===== config.mk =====
export PLATFORM = sky130hd
export DESIGN_NAME = ptp_error_monitor
export DESIGN_NICKNAME = d
export VERILOG_FILES = /design/src/common/ptp_tc_pkg.sv /design/src/rtl/ptp_error_monitor.sv
export SDC_FILE = /design/constraint.sdc
export NUM_CORES = 1
export LEC_CHECK = 0
export BUFFER_PORTS_ARGS = -buffer_cell sky130_fd_sc_hd__buf_4
export CAP_MARGIN = 20
export CORE_AREA = 2 2 39 41
export DETAILED_ROUTE_END_ITERATION = 7
export DIE_AREA = 0 0 41 43
export PLACE_DENSITY = 0.46
export SYNTH_ARGS = -nofsm -noshare
export SYNTH_HDL_FRONTEND = slang
export SYNTH_SLANG_ARGS = --single-unit
export TNS_END_PERCENT = 10

===== constraint.sdc =====
create_clock -name clk -period 0.8 [get_ports clk]
set_input_delay 0.08 -clock clk [delete_from_list [all_inputs] [get_ports clk]]
set_output_delay 0.08 -clock clk [all_outputs]
set_load 0.01 [all_outputs]

===== src/common/ptp_tc_pkg.sv =====
package ptp_tc_pkg;

	localparam int FNSEC_W = 48;
	localparam int SEC_W = 48;
	localparam int SAMPLE_W = SEC_W + FNSEC_W;

	localparam int CSR_AW = 6;
	localparam int CSR_DW = 32;

	// Wishbone word addresses
	localparam logic [CSR_AW-1:0] REG_CTRL = 6'd0;
	localparam logic [CSR_AW-1:0] REG_STATUS = 6'd1;
	localparam logic [CSR_AW-1:0] REG_AVG_OFS_LO = 6'd2;
	localparam logic [CSR_AW-1:0] REG_AVG_OFS_HI = 6'd3;
	localparam logic [CSR_AW-1:0] REG_AVG_DLY_LO = 6'd4;
	localparam logic [CSR_AW-1:0] REG_AVG_DLY_HI = 6'd5;
	localparam logic [CSR_AW-1:0] REG_MEM_ADDR = 6'd6;
	localparam logic [CSR_AW-1:0] REG_MEM_OFS_LO = 6'd7;
	localparam logic [CSR_AW-1:0] REG_MEM_OFS_HI = 6'd8;
	localparam logic [CSR_AW-1:0] REG_MEM_DLY_LO = 6'd9;
	localparam logic [CSR_AW-1:0] REG_MEM_DLY_HI = 6'd10;

	// Control register bits, start_tod_sync sits at 5:4
	localparam int CTRL_GO = 0;
	localparam int CTRL_CAPT_ENA = 1;
	localparam int CTRL_CAPT_READ = 2;
	localparam int CTRL_TOD_LSB = 4;

	// CRC bit of the 6-bit receive error vector
	localparam int RX_ERR_CRC = 1;

	typedef struct packed {
		logic [SEC_W-1:0] sec;
		logic [FNSEC_W-1:0] fnsec;
	} ptp_sample_t;

	// Raw word as received, or split into seconds and fractional ns
	typedef union packed {
		logic [SAMPLE_W-1:0] raw;
		ptp_sample_t f;
	} ptp_sample_u;

endpackage

===== src/rtl/ptp_error_monitor.sv =====
`timescale 1ns/1ps

module ptp_error_monitor (
	input  logic clk,
	input  logic reset_n,
	input  logic [1:0] channel_ready,
	input  logic master_rx_valid,
	input  logic slave_rx_valid,
	input  logic [5:0] master_rx_error,
	input  logic [5:0] slave_rx_error,
	input  logic sec_error,
	output logic channels_ready,
	output logic crc_master,
	output logic crc_slave,
	output logic error_n
);
	import ptp_tc_pkg::*;

	logic [1:0] ready_meta;
	logic [1:0] ready_sync;

	always_ff @(posedge clk or negedge reset_n) begin
		if (!reset_n) begin
			ready_meta <= 2'b00;
			ready_sync <= 2'b00;
			crc_master <= 1'b0;
			crc_slave <= 1'b0;
		end else begin
			ready_meta <= channel_ready;
			ready_sync <= ready_meta;
			// Sticky until reset
			if (master_rx_valid && master_rx_error[RX_ERR_CRC])
				crc_master <= 1'b1;
			if (slave_rx_valid && slave_rx_error[RX_ERR_CRC])
				crc_slave <= 1'b1;
		end
	end

	assign channels_ready = &ready_sync;
	assign error_n = ~(crc_master | crc_slave | sec_error);

endmodule


# ---- Yosys cells after proc, flatten, opt, wreduce, memory -nomap -nowiden
# Cells that the tools add are included.
dict set report classes {
  n_reduce_logical 3
  bitwise_logic 3
}
# cell count
set ops {}
lappend ops {{$logic_and 1x1->1} 2}
lappend ops {{$or 1x1->1} 2}
lappend ops {{$reduce_and 2->1} 1}
lappend ops {{$not 1->1} 1}
dict set report word_totals {
  wordCells 10
  register_bits 6
}

# ---- Longest topological paths before layout
dict set report logic_depth {
  word_depth 3
  depth_mapped 1
  ltp_nobuf 1
}

# ---- Least setup slack after synthesis
# No wires, ideal clock.
dict set report synth_timing {
  path_type {flip-flop to output port}
  start {register crc_slave}
  end {output port error_n}
  n_path_buf 0
  t_arrival_ns 0.662
  setup_slack_ns 0.058
  path_stages_with_launch 2
  path_cell_list {dfrtp_1 > nor3_2}
}
dict set report synth_between {
  elab_chain_cells 3
}
# element line
set synth_rtl {}
lappend synth_rtl {{start, declared} ptp_error_monitor.sv:14} ;# output logic crc_slave,
lappend synth_rtl {{start signal, assigned} ptp_error_monitor.sv:27} ;# crc_slave <= 1'b0;
lappend synth_rtl {{start signal, assigned} ptp_error_monitor.sv:35} ;# crc_slave <= 1'b1;
lappend synth_rtl {{$or 1x1->1 (2 in a row)} ptp_error_monitor.sv:40} ;# assign error_n = ~(crc_master | crc_slave | sec_error);
lappend synth_rtl {{$not 1->1} ptp_error_monitor.sv:40}
lappend synth_rtl {{end, declared} ptp_error_monitor.sv:15} ;# output logic error_n
# Every way passes these cells.

# ---- Worst setup path in the final report
dict set report layout_timing {
  start {register crc_master}
  end {output port error_n}
}
dict set report layout_between {
  elab_chain_cells 3
}
# element line
set layout_rtl {}
lappend layout_rtl {{start, declared} ptp_error_monitor.sv:13} ;# output logic crc_master,
lappend layout_rtl {{start signal, assigned} ptp_error_monitor.sv:26} ;# crc_master <= 1'b0;
lappend layout_rtl {{start signal, assigned} ptp_error_monitor.sv:33} ;# crc_master <= 1'b1;
lappend layout_rtl {{$or 1x1->1 (2 in a row)} ptp_error_monitor.sv:40}
lappend layout_rtl {{$not 1->1} ptp_error_monitor.sv:40}
# Every way passes these cells.

==> results.md <==
* Worst-margin pin slew at ~0.13 ns
* Failing checks: setup timing
* Initial DRC count at 0
* Syn Inst Count at 10
* Routed wire length per instance at ~9.3 µm
* Highest routed layer: met4
* Routed vias at roughly 160
* Max Clk Rate at slightly below 1000 MHz
* Share of the synthesized area in the top cell type at 82.8%
* Ys Warns at 0
* Cell Chain, Critical Path: nor3_2 -> buf_4
* Synthesized Nets at 29
* Worst setup margin at -0.214 ns
* Worst-path clk slew at 0.04 ns
* Peak supply drop at about 0.00065 V
* TNS Setup at -0.566 ns
* Required time of the critical path at about 0.72 ns
* Ant diodes at 0
* Post-synthesis sequential area ratio at 82.8%
* Avg Synthesized Cell Area at 18.1 µm²
* Wl on met1 at between 100 and 150 µm
* Vias in the first global route at around 180
* Count of standard-cell rows at 14
* Adder-cell area share of the yosys netlist at 0%
* Post-synthesis mux area share at 0%
* Clk_skew at about 0.0015 ns
* Unique cell type count in the Yosys netlist at 4
* Initial antenna violation count at 0
* Worst hold slack at just under 0.05 ns
* Syn-to-layout area delta at 101%
* Nets at 50
* Slowest CP cell: dfrtp_1
* Synth Area in Simple Gates at under 10%
* CTS H-tree lvls at 1
* All-Layer GR Usage at under 10%
* Residual DRC at 0
* Vias per std cell at 3.64
* Kind of critical path: reg -> out
* Clock Tree Root: clkbuf_4
* Clock latency on the worst-skew pair at between 0.2 and 0.25 ns
* Die area at 1760 µm²
* Chip height at 43 µm
* Top Ports at 23
* Number of synthesized register bits at 6
* Total clock buffers created by CTS at 3
* Leading post-synthesis cells by cell area: dfrtp_1 (83%), a21o_1 (8.3%), nor3_2 (5.5%), and2_1 (3.4%)
* Final ANT Viol Nets at 0
* Worst Setup End Kind: primary output
* I/O Buffers at 12
* Max stage delay on crit path at approximately 0.40 ns
* Run status: finished, violations left
* Total routed wirelength at 420 µm
* Met2 WL at just over 200 µm
* Main combinational cell family by area after synthesis: simple AND/OR/NAND/NOR gates
* Min Tclk post-route at ~1.0 ns
* Power Total at between 0.6 and 0.7 mW
* Max-cap violations at 0
* CTS tree: built
* Lkg Pwr at 0.166 nW
* Clock Sinks at 6
* Core area at about 1400 µm²
* Critical Path AT at about 0.93 ns
* Hold Fails Final Rpt at 0
* Post-route clock period utilization at 127%
* Final RePlAce weighted congestion at about 0.5
* Share of layout cells above drive strength 1 at about 62%
* Largest net degree at the start of global routing at 7
* Synth Area in Compound Gates at under 10%
* DR WL met3 at slightly below 60 µm
* Crit path launch type: flop
* Setup violations, final at 4
* CP Max Fanout at 3
* Power Density at ~1800 nW/µm²
* Crit path max-delay family: flip-flops
* Worst Hold Class: in -> reg
* Post-synth top area cell: dfrtp_1
* Clock Path Buffers at 2
* Die X at roughly 41 µm
* Fin. max-slew vios at 0
* RSZ-0062 raised after global routing: yes
* Post-synthesis xor/xnor area fraction at 0%
* Grt ovf at 0
* Synth Cell Area at ~180 µm²
* Buf+Inv Stages, Crit Path at 1
* First-pass GRT wire length at 641 µm
* Drt pass-1 iters at 1
* Slew HR at between 90 and 100%
* Starting density of the core at 13.1%
==> per-stage QoR <==
| stage | cell area [µm²] | std cells | util, % | setup WS (ns) |
|---|---|---|---|---|
| 2_1_floorplan | 181 | 10 | - | 0.0584 |
| 3_3_place_gp | 292 | 38 | 21.1 | 0.0440 |
| 3_5_place_dp | 292 | 38 | 21.1 | 0.0268 |
| 4_1_cts | 365 | 45 | 26.4 | -0.219 |
| 5_1_grt | 365 | 45 | 26.4 | -0.276 |
| 6_report | 365 | 45 | 26.4 | -0.214 |
==> what timing repair did <==
item | 4_1_cts | 5_1_grt
pin swaps | 1 | 1
endpoints found under the hold margin | 8 | 0
resized for setup | 4 | 0
setup endpoints to repair | 4 | 5
hold buffers | 3 | 0
buffers inserted | 1 | 0
==> synth_stat cells <==
| cell | n |
|---|---|
| dfrtp_1 | 6 |
| a21o_1 | 2 |
| and2_1 | 1 |
| nor3_2 | 1 |
==> cell families (layout without fill, tap and decap cells) <==
kind of cell / count (synthesis) / count (layout)
flip-flops: 6 / 6
AO/OA/AOI/OAI: 2 / 2
AND/OR/NAND/NOR: 2 / 2
buffers and inverters: 0 / 19
==> power breakdown <==
group	leakage, nW	total [mW]	internal (mW)	switching (mW)
clock network	0.0138	0.266	0.169	0.0972
registers	0.0641	0.317	0.315	0.00212
logic	0.0886	0.0584	0.0420	0.0164
total	0.166	0.641	0.526	0.116
==> cells in the final DEF (no fill, tap or decap) <==
cell type	synthesis	layout
a21o_1	2	2
and2_4	0	1
buf_4	0	10
buf_6	0	3
clkbuf_4	0	3
dfrtp_1	6	6
dlygate4sd3_1	0	3
nor3_2	1	1
==> layout make-up <==
class,count,area (µm²)
fillers,149,1020
flip-flops and latches,6,150
repair buffers,16,139
well taps,16,20.0
clock buffers,3,22.5
multi-input cells,4,33.8
==> metal layers <==
metal | GRT usage (%) | vias up
li1 | - | 72
met1 | 3.97 | 77
met2 | 9.69 | 13
met5 | 0 | -
met4 | 6.00 | 0
met3 | 7.85 | 2
==> worst paths after layout <==
check | start | endpoint | slack (ns) | cells after the start
max | crc_master | error_n | -0.21 | 2
min reg2reg | ready_meta[1] | ready_sync[1] | 0.34 | 0
min | slave_rx_error[1] | crc_slave | 0.05 | 2
max in group asynchronous | reset_n | ready_meta[1] | 0.49 | 2
min in group asynchronous | reset_n | ready_sync[1] | 0.20 | 2
max reg2reg | crc_slave | crc_slave | 0.02 | 2
==> state kept, by name (all words and copies together), names as in the netlist <==
name	count
ready_meta	2
ready_sync	2
crc_master	1
crc_slave	1
Power figures use the tool's default switching activity.
