File: src/common/ptp_tc_pkg.sv
package ptp_tc_pkg;

	localparam int FNSEC_W = 48;
	localparam int SEC_W = 48;
	localparam int SAMPLE_W = SEC_W + FNSEC_W;

	localparam int CSR_AW = 6;
	localparam int CSR_DW = 32;

	// Wishbone word addresses
	localparam logic [CSR_AW-1:0] REG_CTRL = 6'd0;
	localparam logic [CSR_AW-1:0] REG_STATUS = 6'd1;
	localparam logic [CSR_AW-1:0] REG_AVG_OFS_LO = 6'd2;
	localparam logic [CSR_AW-1:0] REG_AVG_OFS_HI = 6'd3;
	localparam logic [CSR_AW-1:0] REG_AVG_DLY_LO = 6'd4;
	localparam logic [CSR_AW-1:0] REG_AVG_DLY_HI = 6'd5;
	localparam logic [CSR_AW-1:0] REG_MEM_ADDR = 6'd6;
	localparam logic [CSR_AW-1:0] REG_MEM_OFS_LO = 6'd7;
	localparam logic [CSR_AW-1:0] REG_MEM_OFS_HI = 6'd8;
	localparam logic [CSR_AW-1:0] REG_MEM_DLY_LO = 6'd9;
	localparam logic [CSR_AW-1:0] REG_MEM_DLY_HI = 6'd10;

	// Control register bits, start_tod_sync sits at 5:4
	localparam int CTRL_GO = 0;
	localparam int CTRL_CAPT_ENA = 1;
	localparam int CTRL_CAPT_READ = 2;
	localparam int CTRL_TOD_LSB = 4;

	// CRC bit of the 6-bit receive error vector
	localparam int RX_ERR_CRC = 1;

	typedef struct packed {
		logic [SEC_W-1:0] sec;
		logic [FNSEC_W-1:0] fnsec;
	} ptp_sample_t;

	// Raw word as received, or split into seconds and fractional ns
	typedef union packed {
		logic [SAMPLE_W-1:0] raw;
		ptp_sample_t f;
	} ptp_sample_u;

endpackage
File: src/csr/ptp_csr_decode.sv
`timescale 1ns/1ps

module ptp_csr_decode #(
	parameter int CAPT_ADDR_W = 6
) (
	input  logic clk,
	input  logic reset_n,
	input  logic wb_cyc,
	input  logic wb_stb,
	input  logic wb_we,
	input  logic [ptp_tc_pkg::CSR_AW-1:0] wb_adr,
	input  logic [ptp_tc_pkg::CSR_DW-1:0] wb_dat_w,
	output logic [ptp_tc_pkg::CSR_DW-1:0] wb_dat_r,
	output logic wb_ack,
	input  logic capt_done,
	input  logic channels_ready,
	input  logic crc_master,
	input  logic crc_slave,
	input  logic sec_error,
	input  logic [ptp_tc_pkg::FNSEC_W-1:0] avg_ofs,
	input  logic [ptp_tc_pkg::FNSEC_W-1:0] avg_dly,
	input  logic [ptp_tc_pkg::FNSEC_W-1:0] mem_ofs,
	input  logic [ptp_tc_pkg::FNSEC_W-1:0] mem_dly,
	output logic go,
	output logic capt_ena,
	output logic capt_read,
	output logic [1:0] start_tod_sync,
	output logic [CAPT_ADDR_W-1:0] mem_rdaddr
);
	import ptp_tc_pkg::*;

	logic wb_req;
	logic wb_wr;
	logic [CSR_DW-1:0] rd_data;

	// One access per stb, ack blocks a second request
	assign wb_req = wb_cyc & wb_stb & ~wb_ack;
	assign wb_wr = wb_req & wb_we;

	always_ff @(posedge clk or negedge reset_n) begin
		if (!reset_n) begin
			wb_ack <= 1'b0;
			wb_dat_r <= '0;
		end else begin
			wb_ack <= wb_req;
			if (wb_req)
				wb_dat_r <= rd_data;
		end
	end

	always_ff @(posedge clk or negedge reset_n) begin
		if (!reset_n) begin
			go <= 1'b0;
			capt_ena <= 1'b0;
			capt_read <= 1'b0;
			start_tod_sync <= 2'b00;
			mem_rdaddr <= '0;
		end else if (wb_wr) begin
			case (wb_adr)
				REG_CTRL: begin
					go <= wb_dat_w[CTRL_GO];
					capt_ena <= wb_dat_w[CTRL_CAPT_ENA];
					capt_read <= wb_dat_w[CTRL_CAPT_READ];
					start_tod_sync <= wb_dat_w[CTRL_TOD_LSB +: 2];
				end
				REG_MEM_ADDR: mem_rdaddr <= wb_dat_w[CAPT_ADDR_W-1:0];
				default: ;
			endcase
		end
	end

	// Upper halves of the 48-bit words are zero extended
	always_comb begin
		rd_data = '0;
		case (wb_adr)
			REG_CTRL: begin
				rd_data[CTRL_GO] = go;
				rd_data[CTRL_CAPT_ENA] = capt_ena;
				rd_data[CTRL_CAPT_READ] = capt_read;
				rd_data[CTRL_TOD_LSB +: 2] = start_tod_sync;
			end
			REG_STATUS:
				rd_data[4:0] = {channels_ready, sec_error, crc_slave, crc_master, capt_done};
			REG_AVG_OFS_LO: rd_data = avg_ofs[CSR_DW-1:0];
			REG_AVG_OFS_HI: rd_data[FNSEC_W-CSR_DW-1:0] = avg_ofs[FNSEC_W-1:CSR_DW];
			REG_AVG_DLY_LO: rd_data = avg_dly[CSR_DW-1:0];
			REG_AVG_DLY_HI: rd_data[FNSEC_W-CSR_DW-1:0] = avg_dly[FNSEC_W-1:CSR_DW];
			REG_MEM_ADDR: rd_data[CAPT_ADDR_W-1:0] = mem_rdaddr;
			REG_MEM_OFS_LO: rd_data = mem_ofs[CSR_DW-1:0];
			REG_MEM_OFS_HI: rd_data[FNSEC_W-CSR_DW-1:0] = mem_ofs[FNSEC_W-1:CSR_DW];
			REG_MEM_DLY_LO: rd_data = mem_dly[CSR_DW-1:0];
			REG_MEM_DLY_HI: rd_data[FNSEC_W-CSR_DW-1:0] = mem_dly[FNSEC_W-1:CSR_DW];
			default: rd_data = '0;
		endcase
	end

	assert property (@(posedge clk) disable iff (!reset_n) wb_ack |-> $past(wb_stb))
		else $error("wb_ack without stb in the previous cycle");

endmodule

File: config.mk
export PLATFORM = sky130hd
export DESIGN_NAME = ptp_csr_decode
export DESIGN_NICKNAME = d
export VERILOG_FILES = /design/src/common/ptp_tc_pkg.sv /design/src/csr/ptp_csr_decode.sv
export SDC_FILE = /design/constraint.sdc
export NUM_CORES = 1
export LEC_CHECK = 0
export ABC_AREA = 1
export ABC_CLOCK_PERIOD_IN_PS = 2100
export BUFFER_PORTS_ARGS = -buffer_cell sky130_fd_sc_hd__buf_4
export CAP_MARGIN = 40
export CORE_AREA = 5 5 108 110
export DETAILED_ROUTE_END_ITERATION = 8
export DIE_AREA = 0 0 113 115
export PLACE_DENSITY = 0.73
export SYNTH_ARGS = -nofsm -noshare
export SYNTH_HDL_FRONTEND = slang
export SYNTH_SLANG_ARGS = --single-unit
File: constraint.sdc
create_clock -name clk -period 2.1 [get_ports clk]
set_input_delay 0.21 -clock clk [delete_from_list [all_inputs] [get_ports clk]]
set_output_delay 0.21 -clock clk [all_outputs]
set_load 0.01 [all_outputs]
# Word-level counts from Yosys, hierarchy flattened
# Index checks and enable logic that the tools add are counted.
# Widths: inputs -> output; s select.
word_totals:
  ff_bits: 44
  input_bits: 240
  output_inout_bits: 44
  word_cells: 30
op_classes:
  n_eq_ne: 10
  n_mux: 6
  n_bitwise: 4
  n_reduce_logical: 3
op_table:
  columns: ["operator", "count"]
  rows:
  - ["$pmux 10 s8", 1]
  - ["$pmux 16 s4", 1]
  - ["$pmux 3 s11", 1]
  - ["$eq 6x3->1 const B", 4]
  - ["$pmux 1 s10", 2]
  - ["$eq 6x4->1 const B", 3]
  - ["$eq 6x2->1 const B", 2]
  - ["$pmux 1 s11", 1]
  - ["$eq 6x1->1 const B", 1]
  - ["$logic_not 6->1", 1]
  - ["$reduce_and 2->1", 2]
  - ["$and 1x1->1", 3]
  - ["$not 1->1", 1]

# Depth between registers and ports, before layout
depth:
  depth_word: 4
  depth_mapped: 12
  mapped_depth_nobuf: 11

# Worst setup path before layout
# No wires, ideal clock.
synth_timing:
  path_kind: "register -> register"
  start: "register wb_ack"
  end: "register mem_rdaddr[1]"
  setup_time_ns: 0.130
  t_arrival_ns: 1.265
  t_required_ns: 1.970
  slack_ns: 0.705
  path_stages_with_launch: 8
  cell_sequence: "dfrtp_1 -> nor2_4 -> inv_1 -> nor2_1 -> nand3_1 -> clkbuf_1 -> nand2_1 -> o21ai_1"
synth_between:
  elab_chain_cells: 4
synth_rtl:
  columns: ["item", "line_no", "source"]
  rows:
  - ["start, declared", "ptp_csr_decode.sv:14", "output logic wb_ack,"]
  - ["start signal, assigned", "ptp_csr_decode.sv:45", "wb_ack <= wb_req;"]
  - ["$not 1->1", "ptp_csr_decode.sv:37", "assign wb_req = wb_cyc & wb_stb & ~wb_ack;"]
  - ["$and 1x1->1", "ptp_csr_decode.sv:37", null]
  - ["$and 1x1->1", "ptp_csr_decode.sv:38", "assign wb_wr = wb_req & wb_we;"]
  - ["$reduce_and 2->1 (no source line)", null, null]
  - ["end signal, assigned", "ptp_csr_decode.sv:66", "REG_MEM_ADDR: mem_rdaddr <= wb_dat_w[CAPT_ADDR_W-1:0];"]
  - ["end, declared", "ptp_csr_decode.sv:28", "output logic [CAPT_ADDR_W-1:0] mem_rdaddr"]
# Every way passes these cells.
# A chain may end at the register's enable or synchronous reset.

# Worst setup path after layout
layout_timing:
  start: "input port wb_adr[5] in the netlist's numbering"
  end: "register wb_dat_r[14] in the netlist's numbering"
layout_between:
  elab_chain_cells: 2
layout_rtl:
  columns: ["item", "line_no", "source"]
  rows:
  - ["start, declared", "ptp_csr_decode.sv:11", "input logic [ptp_tc_pkg::CSR_AW-1:0] wb_adr,"]
  - ["$eq 6x4->1 (tied with other cells)", "ptp_csr_decode.sv:75", "case (wb_adr)"]
  - ["$pmux 10 s8 *", "ptp_csr_decode.sv:75", null]
  - ["end signal, assigned", "ptp_csr_decode.sv:47", "wb_dat_r <= rd_data;"]
  - ["end, declared", "ptp_csr_decode.sv:13", "output logic [ptp_tc_pkg::CSR_DW-1:0] wb_dat_r,"]
# Every way passes the cells marked *; elsewhere a longest branch is shown, timed or not.

==> results.sh <==
export IMPL_fin_tns_setup_ns=0
export IMPL_cp_slowest_stage_delay_ns=0.38
export IMPL_min_period_ns=1.39
export IMPL_firstDrtPassIters=4
export IMPL_htree_levels=2
export IMPL_power_density_nw_per_um2=385
export IMPL_drv_slew=0
export IMPL_p_int_mw=1.60
export IMPL_layout_drive_gt1_share=0.363
export IMPL_final_area_um2=5670
export IMPL_num_rows=38
export IMPL_fin_crit_sh=0.664
export IMPL_critPathCaptureType="register"
export IMPL_drtAntennaViolNets=0
export IMPL_grt_overflow=0
export IMPL_leakage_nw=3.26
export IMPL_core_um2=10600
export IMPL_syn_to_final_growth_pct=62.5
export IMPL_timing_hold_violations_final=0
export IMPL_nNetsFinal=1080
export IMPL_clk_path_buf_depth=2
export IMPL_max_slew_margin_rel=0.585
export IMPL_met3_usage=0.0632
export IMPL_top_usage_layer="met2"
export IMPL_syn_avg_cell_area_um2=5.93
export IMPL_dieWidth_um=113
export IMPL_power_frac_seq=0.419
export IMPL_syn_inst=588
export IMPL_antenna_found_initial=0
export IMPL_placed_area_um2=5550
export IMPL_rsz0062_at_grt="no"
export IMPL_critical_path_class="in2reg"
export IMPL_path_cells="buf_4, nor2_4, nand2_2, nor2_4, buf_12, nand2_1, nand2_1, nor2_1, nand2_1, nand2_1, nand2_1"
export IMPL_swShare=0.269
export IMPL_insertion_delay_ns=0.29
export IMPL_cap_viol_max_count=0
export IMPL_numPortBuffers=257
export IMPL_use_met1=0.291
export IMPL_combPwrFrac=0.287
export IMPL_wl_mm=16.0
export IMPL_cts_tree="built"
export IMPL_layout_commonest_cell="nand2_1"
export IMPL_dieArea_um2=13000
export IMPL_antenna_cells=0
export IMPL_grt_pass1_vias=4465
export IMPL_die_y_um=115
export IMPL_clk_pin_slew_ns=0.08
export IMPL_grt_util_met2=0.417
export IMPL_cts_buffers=5
export IMPL_synth_seq_cells=44
export IMPL_crit_path_max_fanout=14
export IMPL_vias=4659
export IMPL_drtIter0Drc=255
export IMPL_fmax_mhz=717
export IMPL_synth_net_count=828
export IMPL_worstPathRequired_ns=2.34
export IMPL_worstMarginPinSlew_ns=0.621
export IMPL_vdd_ir_drop_max_mv=0.218
export IMPL_grt_pass1_wl_mm=24.0
export IMPL_finalSetupViolations=0
export IMPL_globalplace_congestion=0.897
export IMPL_design_portCount=284
export IMPL_grt_max_degree=45
export IMPL_dp_hpwl_mm=12.7
export IMPL_initial_core_util=0.329
export IMPL_yosysUniqueCellTypes=19
export IMPL_p_clk_frac=0.294
export IMPL_p_switching_uw=589
export IMPL_ys_warn_count=0
export IMPL_crit_path_top_delay_cell="nor2_4"
export IMPL_power_total_mw=2.18
export IMPL_track_usage=0.235
export IMPL_synth_area_um2=3490
export IMPL_final_cell_mix="nand2_1 (321), buf_4 (272), nand4_1 (47), nand3_1 (47)"
export IMPL_hold_class="in2reg"
export IMPL_start_kind="primary input"
export IMPL_root_buffer="clkbuf_8"
export IMPL_arrival_ns=1.63
export IMPL_cts_sinks=44
export IMPL_status="completed"
export IMPL_finClkSkew_ns=0.00838
export IMPL_vias_per_cell=4.75
export IMPL_post_drt_wl_per_cell_um=16.3
export IMPL_seq_area_frac_synth=0.316
export IMPL_route_detailed_drc=0
export IMPL_cp_common_cell="nand2_1"
## stage by stage
| stage | utilization | hold slack [ns] | worst slack, ns | cells |
|---|---|---|---|---|
| after floorplan | - | -0.0856 | 0.705 | 588 |
| after global routing | 0.535 | 0.158 | 0.559 | 981 |
| final | 0.535 | 0.161 | 0.706 | 981 |
| after detailed placement | 0.524 | 0.248 | 0.369 | 972 |
| after CTS | 0.535 | 0.148 | 0.691 | 981 |
| after global placement | 0.524 | 0.248 | 0.382 | 972 |
## critical path, delay by kind of cell
family / cells / cell delay [ns]
AND/OR/NAND/NOR: 9 / 1.09
buffers and inverters: 2 / 0.32
## timing repair
item                                   in CTS  in global routing
gates resized for setup                     0                  0
buffers inserted                            0                  0
endpoints found under the hold margin      44                  0
hold buffers                                1                  0
## kinds of logic after synthesis
kind of cell           after synthesis  synth area share
AOI/OAI and AO/OA                   11            0.0158
buffers and inverters               54            0.0774
DFF                                 44             0.316
and+or+nand+nor                    479             0.591
## synthesized netlist by cell type
cell | number | share of area
nand4_2 | 1 | 0.0036
buf_6 | 4 | 0.013
clkbuf_1 | 7 | 0.0075
nor2_4 | 7 | 0.023
dfrtp_1 | 44 | 0.32
inv_2 | 4 | 0.0043
o21ai_0 | 5 | 0.0072
nor2_1 | 45 | 0.048
o21ai_1 | 6 | 0.0086
nand3_1 | 47 | 0.067
buf_2 | 8 | 0.011
nand2_1 | 321 | 0.35
buf_4 | 7 | 0.015
clkinv_2 | 1 | 0.0014
inv_1 | 20 | 0.022
nand2_2 | 4 | 0.0072
nor2_2 | 7 | 0.013
nand4_1 | 47 | 0.084
buf_1 | 3 | 0.0032
## area by class of cell
cell class	instances	area [um^2]
repair buffers	274	2070
multi-input cells	490	2120
inverters	25	95.1
flip-flops and latches	44	1100
well taps	140	175
clock buffers	6	72.6
fillers	1088	4930
clock inverters	2	35.0
## routing by layer
metal  up-vias  wire length [um]  part of all wire
met4         0               172             0.011
met2       223              7950              0.50
met1      2038              6180              0.39
met5         -                 0                 0
li1       2383                 -                 -
met3        15              1660              0.10
## registers in the layout (all words and copies together) (netlist names)
register	flops
capt_ena	1
capt_read	1
go	1
mem_rdaddr	6
start_tod_sync	2
wb_ack	1
wb_dat_r	32
## path summary, 6_finish.rpt
check | start | endpoint | slack (ns) | depth (start not counted)
worst max-delay path | wb_adr[5] | wb_dat_r[14] | 0.71 | 11
worst min-delay path | wb_dat_w[3] | mem_rdaddr[3] | 0.16 | 3
worst max register to register | wb_ack | capt_read | 0.75 | 5
worst min register to register | wb_dat_r[15] | wb_dat_r[15] | 0.48 | 2
max in group asynchronous | reset_n | wb_dat_r[12] | 1.23 | 2
min in group asynchronous | reset_n | wb_dat_r[27] | 0.46 | 2
## power groups by stage
stage	sequential (mW)	clock, mW	combinational (mW)
6_report	0.915	0.643	0.626
5_1_grt	0.920	0.691	0.682
4_1_cts	0.915	0.665	0.633
3_5_place_dp	0.932	0	0.629
3_3_place_gp	0.931	0	0.627
2_1_floorplan	0.947	0	0.155
Power figures use the tool's default switching activity.
