### config.mk
export PLATFORM = sky130hd
export DESIGN_NAME = ptp_avg
export DESIGN_NICKNAME = d
export VERILOG_FILES = /design/src/common/ptp_tc_pkg.sv /design/src/measure/ptp_avg.sv
export SDC_FILE = /design/constraint.sdc
export NUM_CORES = 1
export LEC_CHECK = 0
export BUFFER_PORTS_ARGS = -buffer_cell sky130_fd_sc_hd__buf_4
export CAP_MARGIN = 5
export CORE_MARGIN = 2
export CORE_UTILIZATION = 50
export CTS_BUF_LIST = sky130_fd_sc_hd__clkbuf_8
export DETAILED_ROUTE_END_ITERATION = 8
export MAX_ROUTING_LAYER = met4
export PLACE_DENSITY = 0.76
export SKIP_LAST_GASP = 1
export SLEW_MARGIN = 25
export SYNTH_ARGS = -nofsm -noshare
export SYNTH_HDL_FRONTEND = slang
export SYNTH_SLANG_ARGS = --single-unit
### constraint.sdc
create_clock -name clk -period 4.1 [get_ports clk]
set_input_delay 0.82 -clock clk [delete_from_list [all_inputs] [get_ports clk]]
set_output_delay 0.82 -clock clk [all_outputs]
set_load 0.03 [all_outputs]
### src/common/ptp_tc_pkg.sv
package ptp_tc_pkg;

	localparam int FNSEC_W = 48;
	localparam int SEC_W = 48;
	localparam int SAMPLE_W = SEC_W + FNSEC_W;

	localparam int CSR_AW = 6;
	localparam int CSR_DW = 32;

	// Wishbone word addresses
	localparam logic [CSR_AW-1:0] REG_CTRL = 6'd0;
	localparam logic [CSR_AW-1:0] REG_STATUS = 6'd1;
	localparam logic [CSR_AW-1:0] REG_AVG_OFS_LO = 6'd2;
	localparam logic [CSR_AW-1:0] REG_AVG_OFS_HI = 6'd3;
	localparam logic [CSR_AW-1:0] REG_AVG_DLY_LO = 6'd4;
	localparam logic [CSR_AW-1:0] REG_AVG_DLY_HI = 6'd5;
	localparam logic [CSR_AW-1:0] REG_MEM_ADDR = 6'd6;
	localparam logic [CSR_AW-1:0] REG_MEM_OFS_LO = 6'd7;
	localparam logic [CSR_AW-1:0] REG_MEM_OFS_HI = 6'd8;
	localparam logic [CSR_AW-1:0] REG_MEM_DLY_LO = 6'd9;
	localparam logic [CSR_AW-1:0] REG_MEM_DLY_HI = 6'd10;

	// Control register bits, start_tod_sync sits at 5:4
	localparam int CTRL_GO = 0;
	localparam int CTRL_CAPT_ENA = 1;
	localparam int CTRL_CAPT_READ = 2;
	localparam int CTRL_TOD_LSB = 4;

	// CRC bit of the 6-bit receive error vector
	localparam int RX_ERR_CRC = 1;

	typedef struct packed {
		logic [SEC_W-1:0] sec;
		logic [FNSEC_W-1:0] fnsec;
	} ptp_sample_t;

	// Raw word as received, or split into seconds and fractional ns
	typedef union packed {
		logic [SAMPLE_W-1:0] raw;
		ptp_sample_t f;
	} ptp_sample_u;

endpackage
### src/measure/ptp_avg.sv
`timescale 1ns/1ps

module ptp_avg #(
	parameter int AVG_LOG2 = 4
) (
	input  logic clk,
	input  logic reset_n,
	input  logic sample_accept,
	input  ptp_tc_pkg::ptp_sample_u sample,
	output logic [ptp_tc_pkg::FNSEC_W-1:0] avg,
	output logic sec_error
);
	import ptp_tc_pkg::*;

	// Headroom for 2^AVG_LOG2 signed terms
	localparam int ACC_W = FNSEC_W + AVG_LOG2;

	logic signed [ACC_W-1:0] sum;
	logic signed [ACC_W-1:0] next_sum;
	logic signed [ACC_W-1:0] mean;
	logic [AVG_LOG2-1:0] count;
	logic sec_bad;

	assign next_sum = sum + {{AVG_LOG2{sample.f.fnsec[FNSEC_W-1]}}, sample.f.fnsec};
	assign mean = next_sum >>> AVG_LOG2;

	// Anything but a sign extension means a second or more
	assign sec_bad = (sample.f.sec != '0) && (sample.f.sec != '1);

	always_ff @(posedge clk or negedge reset_n) begin
		if (!reset_n) begin
			sum <= '0;
			count <= '0;
			avg <= '0;
			sec_error <= 1'b0;
		end else if (sample_accept) begin
			count <= count + 1'b1;
			if (&count) begin
				avg <= mean[FNSEC_W-1:0];
				sum <= '0;
			end else begin
				sum <= next_sum;
			end
			if (sec_bad)
				sec_error <= 1'b1;
		end
	end

endmodule

* Word level (Yosys, flattened, before mapping)
Index checks and enable logic that the tools add are counted.
** Word-level totals
- Bits of input ports :: 99
- Register bits :: 105
- Memory bits (writable) :: 0
- Bits in latches :: 0
- Logic and storage cells :: 13
- Output and inout bits :: 49
- Memories kept :: 0
- Bits in read-only memories :: 0
** Cells by class
- Equality and inequality tests :: 1
- Shifts and indexed selects :: 0
- Reductions and logical operators :: 5
- Order comparisons :: 0
- Multipliers :: 0
- Add/sub/neg operators :: 2
- Divide/modulo/power cells :: 0
- Bitwise operators :: 0
- Muxes and demuxes :: 1
** Operators by type and width (count)
- adder 52 bit :: 1
- 2-to-1 mux 52 bit :: 1
- inequality test 48 bit, second input constant :: 1
- nonzero test 48 bit :: 1
- AND reduction 5 bit :: 1
- adder 4 x 1 -> 4 bit, second input constant :: 1
- AND reduction 4 bit :: 1
- AND reduction 2 bit :: 1
- logical AND 1 bit :: 1

* Logic depth before layout (Yosys ltp)
Gate-level depths: netlist of the first run.
- Depth after elaboration :: 3
- Depth in mapped cells :: 12
- Depth with buffers taken out :: 12

* Worst setup path after synthesis of the first run
OpenSTA, ideal clock, no wires.
- Kind :: input to register
- Start :: in sample[0] in the netlist's numbering
- End :: reg avg[46] in the netlist's numbering
- Buffers on the path :: 0
- Setup slack :: 0.910 ns
- Setup time :: 0.133 ns
- Data required time :: 3.967 ns
- Stages :: 12
- Arrival time :: 3.057 ns
- Cell sequence :: ha_1 -> inv_1 -> fa_1 -> nor2b_1 -> o2111ai_1 -> a211o_1 -> a21oi_1 -> o211ai_1 -> a21oi_1 -> and4b_1 -> a211oi_1 -> o21ai_0
** On the way
- Word-level cells in the longest chain between the ends :: 1
** RTL lines
- start: declaration :: RTL line ptp_avg.sv:9 : input ptp_tc_pkg::ptp_sample_u sample,
- adder 52 bit :: RTL line ptp_avg.sv:24 : assign next_sum = sum + {{AVG_LOG2{sample.f.fnsec[FNSEC_W-1]}}, sample.f.fnsec};
- end signal: assignment :: RTL line ptp_avg.sv:39 : avg <= mean[FNSEC_W-1:0];
- end: declaration :: RTL line ptp_avg.sv:10 : output logic [ptp_tc_pkg::FNSEC_W-1:0] avg,
No other way between the ends.
A chain may end at the register's enable or synchronous reset.

* Worst setup path after layout of the first run
Ends and elaborated chain as after synthesis.

==> results of run 1 <==
cells in the mapped netlist, types with 21 or more instances:
| cell | instances |
|---|---|
| a21o_1 | 26 |
| nand4_1 | 36 |
| nand2_1 | 88 |
| xnor2_1 | 28 |
| nor4_1 | 21 |
| clkbuf_1 | 42 |
| o21ai_0 | 83 |
| o2bb2ai_1 | 47 |
| dfrtp_1 | 105 |
| a21oi_1 | 67 |
| ha_1 | 52 |
| nor2_1 | 28 |
through the flow:
| stage | hold WS (ps) | utilization (%) | power (uW) | instance area (sq um) | cells |
|---|---|---|---|---|---|
| floorplan | 459 | - | 4960 | 7020 | 791 |
| global route | 518 | 60.9 | 7380 | 8390 | 1096 |
| global placement | 462 | 59.7 | 6110 | 8230 | 1080 |
| detailed placement | 472 | 59.7 | 6170 | 8230 | 1080 |
| finish | 489 | 60.9 | 6800 | 8390 | 1096 |
| CTS | 494 | 60.9 | 6770 | 8390 | 1096 |
area by class of cell:
cell class / instances / area, sq um / share of cell area (%)
flip-flops and latches: 105 / 2630 / 31.3
clock inverters: 7 / 41.3 / 0.492
well taps: 180 / 225 / 2.68
multi-input cells: 627 / 4180 / 49.7
repair buffers: 152 / 1140 / 13.6
inverters: 16 / 60.1 / 0.715
clock buffers: 9 / 124 / 1.48
tightest hold or removal path, stage by stage, from the launching register on:
cell and delay [ps]:
dfrtp_1 350, nand2_1 50, o21ai_0 60
logic make-up (layout without fill, tap and decap cells):
kind of cell | Yosys count | after routing | synth area share (%)
compound gates | 279 | 279 | 25.8
simple gates | 243 | 243 | 17.3
flops | 105 | 105 | 37.4
buf+inv | 59 | 184 | 3.17
fa+ha+maj | 53 | 53 | 9.55
xor+xnor | 49 | 49 | 6.31
mux | 3 | 3 | 0.463
placed cells by master, fill, tap and decap left out, drive strengths merged, types with 4 or more instances in the layout:
cell	instances
or3	4
nand4	36
o21ai	86
o2bb2ai	47
xnor2	28
nor2	28
a21o	26
clkbuf	9
ha	52
buf	152
clkinv	4
nor2b	10
dfrtp	105
nand3	17
xor2	20
nor4	21
inv	18
nor3	11
nand2	88
o2111ai	4
and3	5
and2	5
o21a	10
or4	4
a31oi	5
a21oi	68
nand2b	8
state kept, by name, indices dropped and copies added, names as in the netlist:
signal,count
count,4
sec_error,1
avg,48
sum,52
power breakdown:
group	internal [uW]	switching, uW	total (uW)	leakage [uW]
combinational	1710	2650	4360	0.00247
clock	216	372	588	0.0000930
sequential	1540	310	1850	0.00130
total	3470	3330	6800	0.00387
metal layers:
layer / vias to the layer above / global-route usage [%]
li1: 3204 / -
met1: 3076 / 35.4
met2: 195 / 40.4
met3: 16 / 4.37
met4: 0 / 5.89
met5: - / -
worst paths after layout:
kind | startpoint | endpoint | depth (start not counted)
setup / recovery | sample[0] | avg[46] | 13
hold / removal | avg[2] | avg[2] | 2
setup reg to reg | sum[0] | avg[46] | 12
hold reg to reg | avg[2] | avg[2] | 2
max in group asynchronous | reset_n | avg[37] | 2
min in group asynchronous | reset_n | avg[19] | 1
==> results.py, run 1 <==
metrics = {
    "run_status": {
        "status": "finished, final reports clean",
    },
    "critical_path": {
        "path_class": "input pin to flip-flop",
        "cpMaxStageDelayCell": "fa_1",
        "path_max_fanout": 4,
        "reg2reg_slack_ps": 990,
        "crit_required_ps": 4360,
        "start_kind": "input pin",
        "critPathBufInv": 2,
        "worstPathCellList": "buf_4 > ha_1 > inv_1 > fa_1 > nor2b_1 > o2111ai_1 > a211o_1 > a21oi_1 > o211ai_1 > a21oi_1 > and4b_1 > a211oi_1 > o21ai_0",
        "worst_ep_arrival_time_ps": 3500,
        "cpLargestDelayFamily": "compound AO/OA/AOI/OAI gates",
        "crit_top_cell": "a21oi_1",
        "slowest_delay_ps": 400,
        "end_kind": "flip-flop",
    },
    "floorplan": {
        "initial_core_util_pct": 51.0,
        "ioPinCount": 148,
        "die_x_um": 122,
        "dieArea_sq_um": 15000,
        "core-area_sq_um": 13800,
        "rows": 43,
        "dieHeight_um": 122,
    },
    "clock_tree": {
        "clk_root_buffer_cell": "clkbuf_8",
        "cts-buffers-inserted": 9,
        "clkTransAtPathRegs_ps": 110,
        "cts_resized": 0,
        "post_cts_buffers": 0,
        "cts_sinks": 105,
        "cts-htree-levels": 3,
        "clk_latency_ps": 400,
        "cts_max_path_buffers": 2,
        "cts_hold_buf": 0,
        "cts_tree": "built",
    },
    "routing": {
        "antenna_left": 0,
        "first_iter_violations": 437,
        "wl_met2_um": 8200,
        "met1_length_um": 8680,
        "wl_per_cell_um": 16.5,
        "wl_met3_um": 1010,
        "vias": 6491,
        "drt-pass1-iter-count": 5,
        "vias_per_cell": 5.92,
        "drc": 0,
        "topRoutingLayerUsed": "met4",
        "wl_um": 18100,
    },
    "synthesis": {
        "yosys-top-cells-area": "dfrtp_1, ha_1, o21ai_0, o2bb2ai_1, a21oi_1",
        "synth_flop_cell": "dfrtp_1",
        "ys_ff_latch": 105,
        "synth_cell_types": 58,
        "synth_edf_count": 0,
        "ys_warn_count": 0,
        "async_flop_share_pct": 100,
        "yosysSeqAreaShare_pct": 37.4,
        "synth_top_cell_by_area": "dfrtp_1",
        "syn_nets": 943,
        "syn_area_sq_um": 7020,
        "avgSynthCellArea_sq_um": 8.88,
        "synth_top_area_share_pct": 37.4,
        "postSynthCellCount": 791,
    },
    "power": {
        "power_leakage_uw": 0.00387,
        "ir_drop_uv": 421,
        "p_per_area_nw_per_um2": 810,
    },
    "sta": {
        "setup_viol": 0,
        "rsz0062_at_grt": "false",
        "tightest_slew_ps": 879,
        "fin_setup_tns_ps": 0,
        "worst_slack_ps": 863,
        "min_period_over_period_pct": 79.0,
        "fmax_mhz": 309,
        "slew_violations": 0,
        "slew_headroom_pct": 41.4,
        "clock_skew_ps": 19.2,
        "post-route-min-period_ps": 3240,
        "hold_viol": 0,
    },
    "grt": {
        "grt_pass1_vias": 6145,
        "grt_overflow_total": 0,
        "track_usage_pct": 25.8,
        "grt_max_degree": 70,
        "grt_antenna_before_repair": 0,
        "grt_first_pass_wirelength_um": 30000,
    },
    "finish": {
        "syn_to_final_growth_pct": 19.6,
        "n_antenna_cell": 0,
        "nets": 1063,
        "fillers": 1287,
        "final_layout_size_suffix_gt1_share_pct": 19.2,
    },
    "worst_hold_path": {
        "min_path_type": "flip-flop to flip-flop",
    },
    "run": {
        "cap_violations": 0,
    },
    "placed_design": {
        "dp_hpwl_um": 14000,
        "pre_cts_slack_ps": 467,
        "port_buffers": 147,
        "finalWeightedCongestion": 0.943,
    },
}
(Power assumes the default switching activity.)
==> inputs of run 2 (changes only) <==
--- a/config.mk
+++ b/config.mk
@@ -5,6 +5,7 @@
 export SDC_FILE = /design/constraint.sdc
 export NUM_CORES = 1
 export LEC_CHECK = 0
+export ABC_AREA = 1
 export BUFFER_PORTS_ARGS = -buffer_cell sky130_fd_sc_hd__buf_4
 export CAP_MARGIN = 5
 export CORE_MARGIN = 2
@@ -12,7 +13,7 @@
 export CTS_BUF_LIST = sky130_fd_sc_hd__clkbuf_8
 export DETAILED_ROUTE_END_ITERATION = 8
 export MAX_ROUTING_LAYER = met4
-export PLACE_DENSITY = 0.76
+export PLACE_DENSITY = 0.74
 export SKIP_LAST_GASP = 1
 export SLEW_MARGIN = 25
 export SYNTH_ARGS = -nofsm -noshare
==> constraint.sdc (replaced) <==
create_clock -name clk -period 3 [get_ports clk]
set_input_delay 0.6 -clock clk [delete_from_list [all_inputs] [get_ports clk]]
set_output_delay 0.6 -clock clk [all_outputs]
set_load 0.03 [all_outputs]
==> run 2 against run 1 <==
Effect of this change: clock power rose by 47%; via count grew 41%; global-route usage is 5.4 points higher; sequential power increased by 34%; sequential share of layout area is 5.7 points lower; setup slack got worse by 470 ps; combinational power up 62%.
==> results.py, run 2 <==
metrics = {
    "run_status": {
        "status": "finished, final reports clean",
    },
    "sta": {
        "slew_violations": 0,
        "post-route-min-period_ps": 2610,
        "fmax_mhz": 383,
        "fin_setup_tns_ps": 0,
        "worst_slack_ps": 392,
        "rsz0062_at_grt": "false",
        "min_period_over_period_pct": 86.9,
        "hold_viol": 0,
        "slew_headroom_pct": 51.9,
        "clock_skew_ps": 13.5,
        "tightest_slew_ps": 722,
        "hold_slack_ps": 230,
        "setup_viol": 0,
    },
    "finish": {
        "nets": 1704,
        "n_antenna_cell": 0,
        "largest_reg_flops": 52,
        "final_layout_size_suffix_gt1_share_pct": 14.8,
        "layout_common_cells": "nand2_1, inv_1, buf_4",
        "syn_to_final_growth_pct": 18.0,
        "top_register": "sum",
        "reg_top3": "sum: 52 flops, avg: 48 flops, count: 4 flops",
        "final_common_cell": "nand2_1",
    },
    "synthesis": {
        "yosys-top-cells-area": "dfrtp_1, nand2_1, inv_1, ha_1, nand3_1",
        "syn_nets": 1556,
        "yosysMostFrequentCell": "nand2_1",
        "ys_ff_latch": 105,
        "synth_edf_count": 0,
        "yosysSeqAreaShare_pct": 30.2,
        "async_flop_share_pct": 100,
        "synth_flop_cell": "dfrtp_1",
        "ys_warn_count": 0,
        "synth_cell_types": 40,
        "netlist_top_cells_count": "nand2_1, inv_1, nand3_1",
        "synth_top_cell_by_area": "dfrtp_1",
        "synth_top_area_share_pct": 30.2,
        "syn_area_sq_um": 8710,
        "avgSynthCellArea_sq_um": 6.20,
        "postSynthCellCount": 1404,
    },
    "grt": {
        "grt_first_pass_wirelength_um": 43100,
        "grt_overflow_total": 0,
        "grt_pass1_vias": 8588,
        "grt_max_degree": 57,
        "track_usage_pct": 31.2,
        "grt_antenna_before_repair": 0,
    },
    "floorplan": {
        "rows": 48,
        "ioPinCount": 148,
        "dieArea_sq_um": 18500,
        "core-area_sq_um": 17200,
        "dieHeight_um": 136,
        "initial_core_util_pct": 50.7,
        "die_x_um": 136,
    },
    "clock_tree": {
        "cts_max_path_buffers": 2,
        "post_cts_buffers": 0,
        "clk_root_buffer_cell": "clkbuf_8",
        "clk_latency_ps": 400,
        "clkTransAtPathRegs_ps": 100,
        "cts-buffers-inserted": 9,
        "cts_sinks": 105,
        "cts_tree": "built",
        "cts_hold_buf": 0,
        "cts-htree-levels": 3,
        "cts_resized": 0,
    },
    "worst_hold_path": {
        "min_path_type": "input pin to async pin",
    },
    "routing": {
        "vias_per_cell": 5.12,
        "drc": 0,
        "vias": 9121,
        "met1_length_um": 13200,
        "wl_per_cell_um": 15.3,
        "wl_met2_um": 11700,
        "antenna_left": 0,
        "wl_met3_um": 1650,
        "topRoutingLayerUsed": "met4",
        "first_iter_violations": 682,
        "wl_um": 27300,
        "drt-pass1-iter-count": 6,
    },
    "critical_path": {
        "end_kind": "flip-flop",
        "worst_ep_arrival_time_ps": 2900,
        "startpoint": "sum[0]",
        "r2r-start": "sum[0]",
        "crit_required_ps": 3300,
        "path_max_fanout": 4,
        "path_class": "flip-flop to flip-flop",
        "start_kind": "flip-flop",
    },
    "power": {
        "power_leakage_uw": 0.00595,
        "p_per_area_nw_per_um2": 1010,
        "ir_drop_uv": 518,
    },
    "placed_design": {
        "port_buffers": 147,
        "pre_cts_slack_ps": 120,
        "dp_hpwl_um": 22600,
        "finalWeightedCongestion": 1.03,
    },
    "run": {
        "cap_violations": 0,
    },
}
-- run 2: cell count changes after synthesis, moves of 12 or more --
cell       before  now
inv_2           0   15
xnor2_1        28   14
o21ai_0        83   27
clkbuf_1       42   13
nand2_2         0   12
nor2_1         28   76
nand2_1        88  589
a21oi_1        67   35
nand4_1        36   24
nand3_1        17  108
inv_1          15  222
o2bb2ai_1      47    0
nor2_2          0   15
a21o_1         26    1
-- run 2: logic make-up after synthesis --
group	Yosys count	share of synthesized area [%]
AND/OR/NAND/NOR	873	42.7
buffers and inverters	259	11.2
flip-flops	105	30.2
AO/OA/AOI/OAI	89	5.66
adder cells (fa/ha/maj)	53	7.70
XOR/XNOR	25	2.51
-- run 2: path summary, 6_finish.rpt --
kind / slack, ps / cells after the start / endpoint
min reg2reg: 490 / 2 / avg[45]
max in group asynchronous: 2030 / 2 / sum[42]
min in group clk: 450 / 2 / count[0]
max reg2reg: 390 / 13 / avg[28]
min: 230 / 1 / avg[0]
max: 390 / 13 / avg[28]
-- run 2: cell type report --
| cell class | instances | area [sq um] |
|---|---|---|
| clock buffer | 10 | 138 |
| clock inverter | 6 | 42.5 |
| fill | 1793 | 6900 |
| inverter | 240 | 901 |
| multi-input combinational | 1040 | 5100 |
| sequential | 105 | 2630 |
| tap | 225 | 282 |
| timing repair buffer | 156 | 1180 |
-- run 2: layer usage --
metal	track usage, %	up-vias
met5	-	-
met4	10.3	0
met3	4.21	41
met2	46.1	321
met1	44.1	4113
li1	-	4646
-- run 2: worst max-delay path, cell delays in order (launching register included) --
cell and delay, ps:
dfrtp_1 360, ha_1 190, inv_1 70, fa_1 420
nor2_2 230, nor2_1 140, o21ai_2 240, nand2_1 90
nand2_1 250, nand3_1 210, nand2_1 100, nand2_1 60
nand3_1 90, nand2_1 60
-- run 2: metrics by stage --
step	std cells	cell area, sq um	power, uW	util [%]
2_1_floorplan	1404	8710	7350	-
3_3_place_gp	1766	10100	9370	58.8
3_5_place_dp	1766	10100	9440	58.8
4_1_cts	1782	10300	10400	59.8
5_1_grt	1782	10300	11400	59.8
6_report	1782	10300	10400	59.8
-- run 2: report_power, final --
part	internal [uW]	switching [uW]
sequential	2080	401
combinational	2370	4680
clock	328	535
==> inputs of run 3 (changes only) <==
--- a/config.mk
+++ b/config.mk
@@ -5,7 +5,6 @@
 export SDC_FILE = /design/constraint.sdc
 export NUM_CORES = 1
 export LEC_CHECK = 0
-export ABC_AREA = 1
 export BUFFER_PORTS_ARGS = -buffer_cell sky130_fd_sc_hd__buf_4
 export CAP_MARGIN = 5
 export CORE_MARGIN = 2
@@ -13,7 +12,7 @@
 export CTS_BUF_LIST = sky130_fd_sc_hd__clkbuf_8
 export DETAILED_ROUTE_END_ITERATION = 8
 export MAX_ROUTING_LAYER = met4
-export PLACE_DENSITY = 0.74
+export PLACE_DENSITY = 0.76
 export SKIP_LAST_GASP = 1
 export SLEW_MARGIN = 25
 export SYNTH_ARGS = -nofsm -noshare
==> run 3 against run 2 <==
Effect of this change: global-route usage decreased by 3.7 points; power increased by 0.94%; non-clock buffer count increased by 85; flip-flop and latch count unchanged; final cell count decreased by 34%; critical path type unchanged; highest routed layer unchanged.
==> results.py, run 3 (synthesis gave the netlist of run 1 again) <==
metrics = {
    "finish": {
        "top_register": "sum",
        "nets": 1152,
        "fillers": 1216,
        "postLayoutCellArea_sq_um": 9180,
        "final_layout_size_suffix_gt1_share_pct": 27.3,
        "largest_reg_flops": 52,
        "n_antenna_cell": 0,
        "layout_common_cells": "buf_4, dfrtp_1, nand2_1",
        "reg_top3": "sum: 52 flops, avg: 48 flops, count: 4 flops",
        "final_common_cell": "buf_4",
        "post-route-util_pct": 66.6,
        "syn_to_final_growth_pct": 30.7,
    },
    "placed_design": {
        "pre_cts_slack_ps": -284,
        "place_area_sq_um": 8900,
        "finalWeightedCongestion": 0.941,
        "port_buffers": 147,
        "dp_hpwl_um": 15400,
    },
    "clock_tree": {
        "clk_root_buffer_cell": "clkbuf_8",
        "cts-htree-levels": 3,
        "clkTransAtPathRegs_ps": 100,
        "cts_max_path_buffers": 2,
        "cts_hold_buf": 0,
        "cts_sinks": 105,
        "clk_latency_ps": 400,
        "cts-buffers-inserted": 9,
        "cts_tree": "built",
    },
    "power": {
        "p_per_area_nw_per_um2": 1140,
        "ir_drop_uv": 620,
        "power_leakage_uw": 0.00433,
    },
    "grt": {
        "grt_max_degree": 54,
        "grt_first_pass_wirelength_um": 31800,
        "track_usage_pct": 27.5,
        "grt_overflow_total": 0,
        "grt_antenna_before_repair": 0,
        "grt_pass1_vias": 6694,
    },
    "sta": {
        "fin_setup_tns_ps": 0,
        "clock_skew_ps": 10.1,
        "tightest_slew_ps": 684,
        "rsz0062_at_grt": "true",
        "hold_viol": 0,
        "fmax_mhz": 350,
        "slew_headroom_pct": 54.3,
        "min_period_over_period_pct": 95.1,
        "setup_viol": 0,
        "worst_slack_ps": 146,
        "slew_violations": 0,
        "post-route-min-period_ps": 2850,
    },
    "floorplan": {
        "dieArea_sq_um": 15000,
        "rows": 43,
        "initial_core_util_pct": 51.0,
        "ioPinCount": 148,
        "dieHeight_um": 122,
        "die_x_um": 122,
        "core-area_sq_um": 13800,
    },
    "critical_path": {
        "end_kind": "flip-flop",
        "worst_ep_arrival_time_ps": 3110,
        "reg2reg_depth": 13,
        "path_max_fanout": 3,
        "path_class": "flip-flop to flip-flop",
        "start_kind": "flip-flop",
        "crit_required_ps": 3260,
    },
    "routing": {
        "met1_length_um": 8730,
        "wl_per_cell_um": 16.5,
        "first_iter_violations": 379,
        "drt-pass1-iter-count": 5,
        "wl_met2_um": 9290,
        "vias": 6872,
        "wl_um": 19500,
        "drc": 0,
        "wl_met3_um": 1040,
        "antenna_left": 0,
        "vias_per_cell": 5.80,
        "topRoutingLayerUsed": "met4",
    },
    "run": {
        "cap_violations": 0,
    },
    "run_status": {
        "status": "finished, final reports clean",
    },
    "worst_hold_path": {
        "min_path_type": "input pin to async pin",
    },
}
[run 3: what timing repair did]
action | 4_1_cts | 5_1_grt
endpoints found under the hold margin | 0 | 0
gates resized for setup | 0 | 10
setup endpoints to repair | 0 | 26
setup buffers | 0 | 1
[run 3: final cells by class]
type / count / area (sq um) / share of cell area [%]
tap: 180 / 225 / 2.45
inverter: 16 / 60.1 / 0.654
clock inverter: 6 / 108 / 1.17
multi-input combinational: 627 / 4210 / 45.9
timing repair buffer: 241 / 1820 / 19.9
clock buffer: 9 / 124 / 1.35
sequential: 105 / 2630 / 28.6
[run 3: through the flow]
| step | total power [uW] | hold slack, ps | std cells |
|---|---|---|---|
| 2_1_floorplan | 6780 | 304 | 791 |
| 3_3_place_gp | 9150 | 461 | 1168 |
| 3_5_place_dp | 9300 | 473 | 1168 |
| 4_1_cts | 10400 | 244 | 1183 |
| 5_1_grt | 11300 | 279 | 1184 |
| 6_report | 10500 | 229 | 1184 |
[run 3: final timing paths]
path                          startpoint  endpoint  slack, ps
max                               sum[0]   avg[40]        150
min                              reset_n   avg[26]        230
max reg2reg                       sum[0]   avg[40]        150
min reg2reg                      avg[45]   avg[45]        490
max in group asynchronous        reset_n   sum[42]       2060
min in group clk           sample_accept  count[0]        480
[run 3: power breakdown]
part           leakage [uW]  switching (uW)  internal (uW)  total (uW)
Combinational       0.00291            3860           3020        6880
Clock              0.000115             511            546        1060
Sequential          0.00130             440           2110        2550
[run 3: per-layer routing]
layer,track usage (%),up-vias
li1,-,3379
met1,35.8,3226
met2,44.0,230
met3,4.18,37
met4,9.77,0
met5,-,-
[run 3: worst max-delay path, cell delays in order (launching register included)]
cell and delay, ps:
dfrtp_1 360, ha_1 160, inv_1 50, fa_1 410, nor2b_2 160, o2111ai_2 140, a211o_1 330, a21oi_1 140
nand2b_1 140, o21ai_1 140, buf_4 180, o211ai_1 180, o211a_1 220, o21ai_0 80
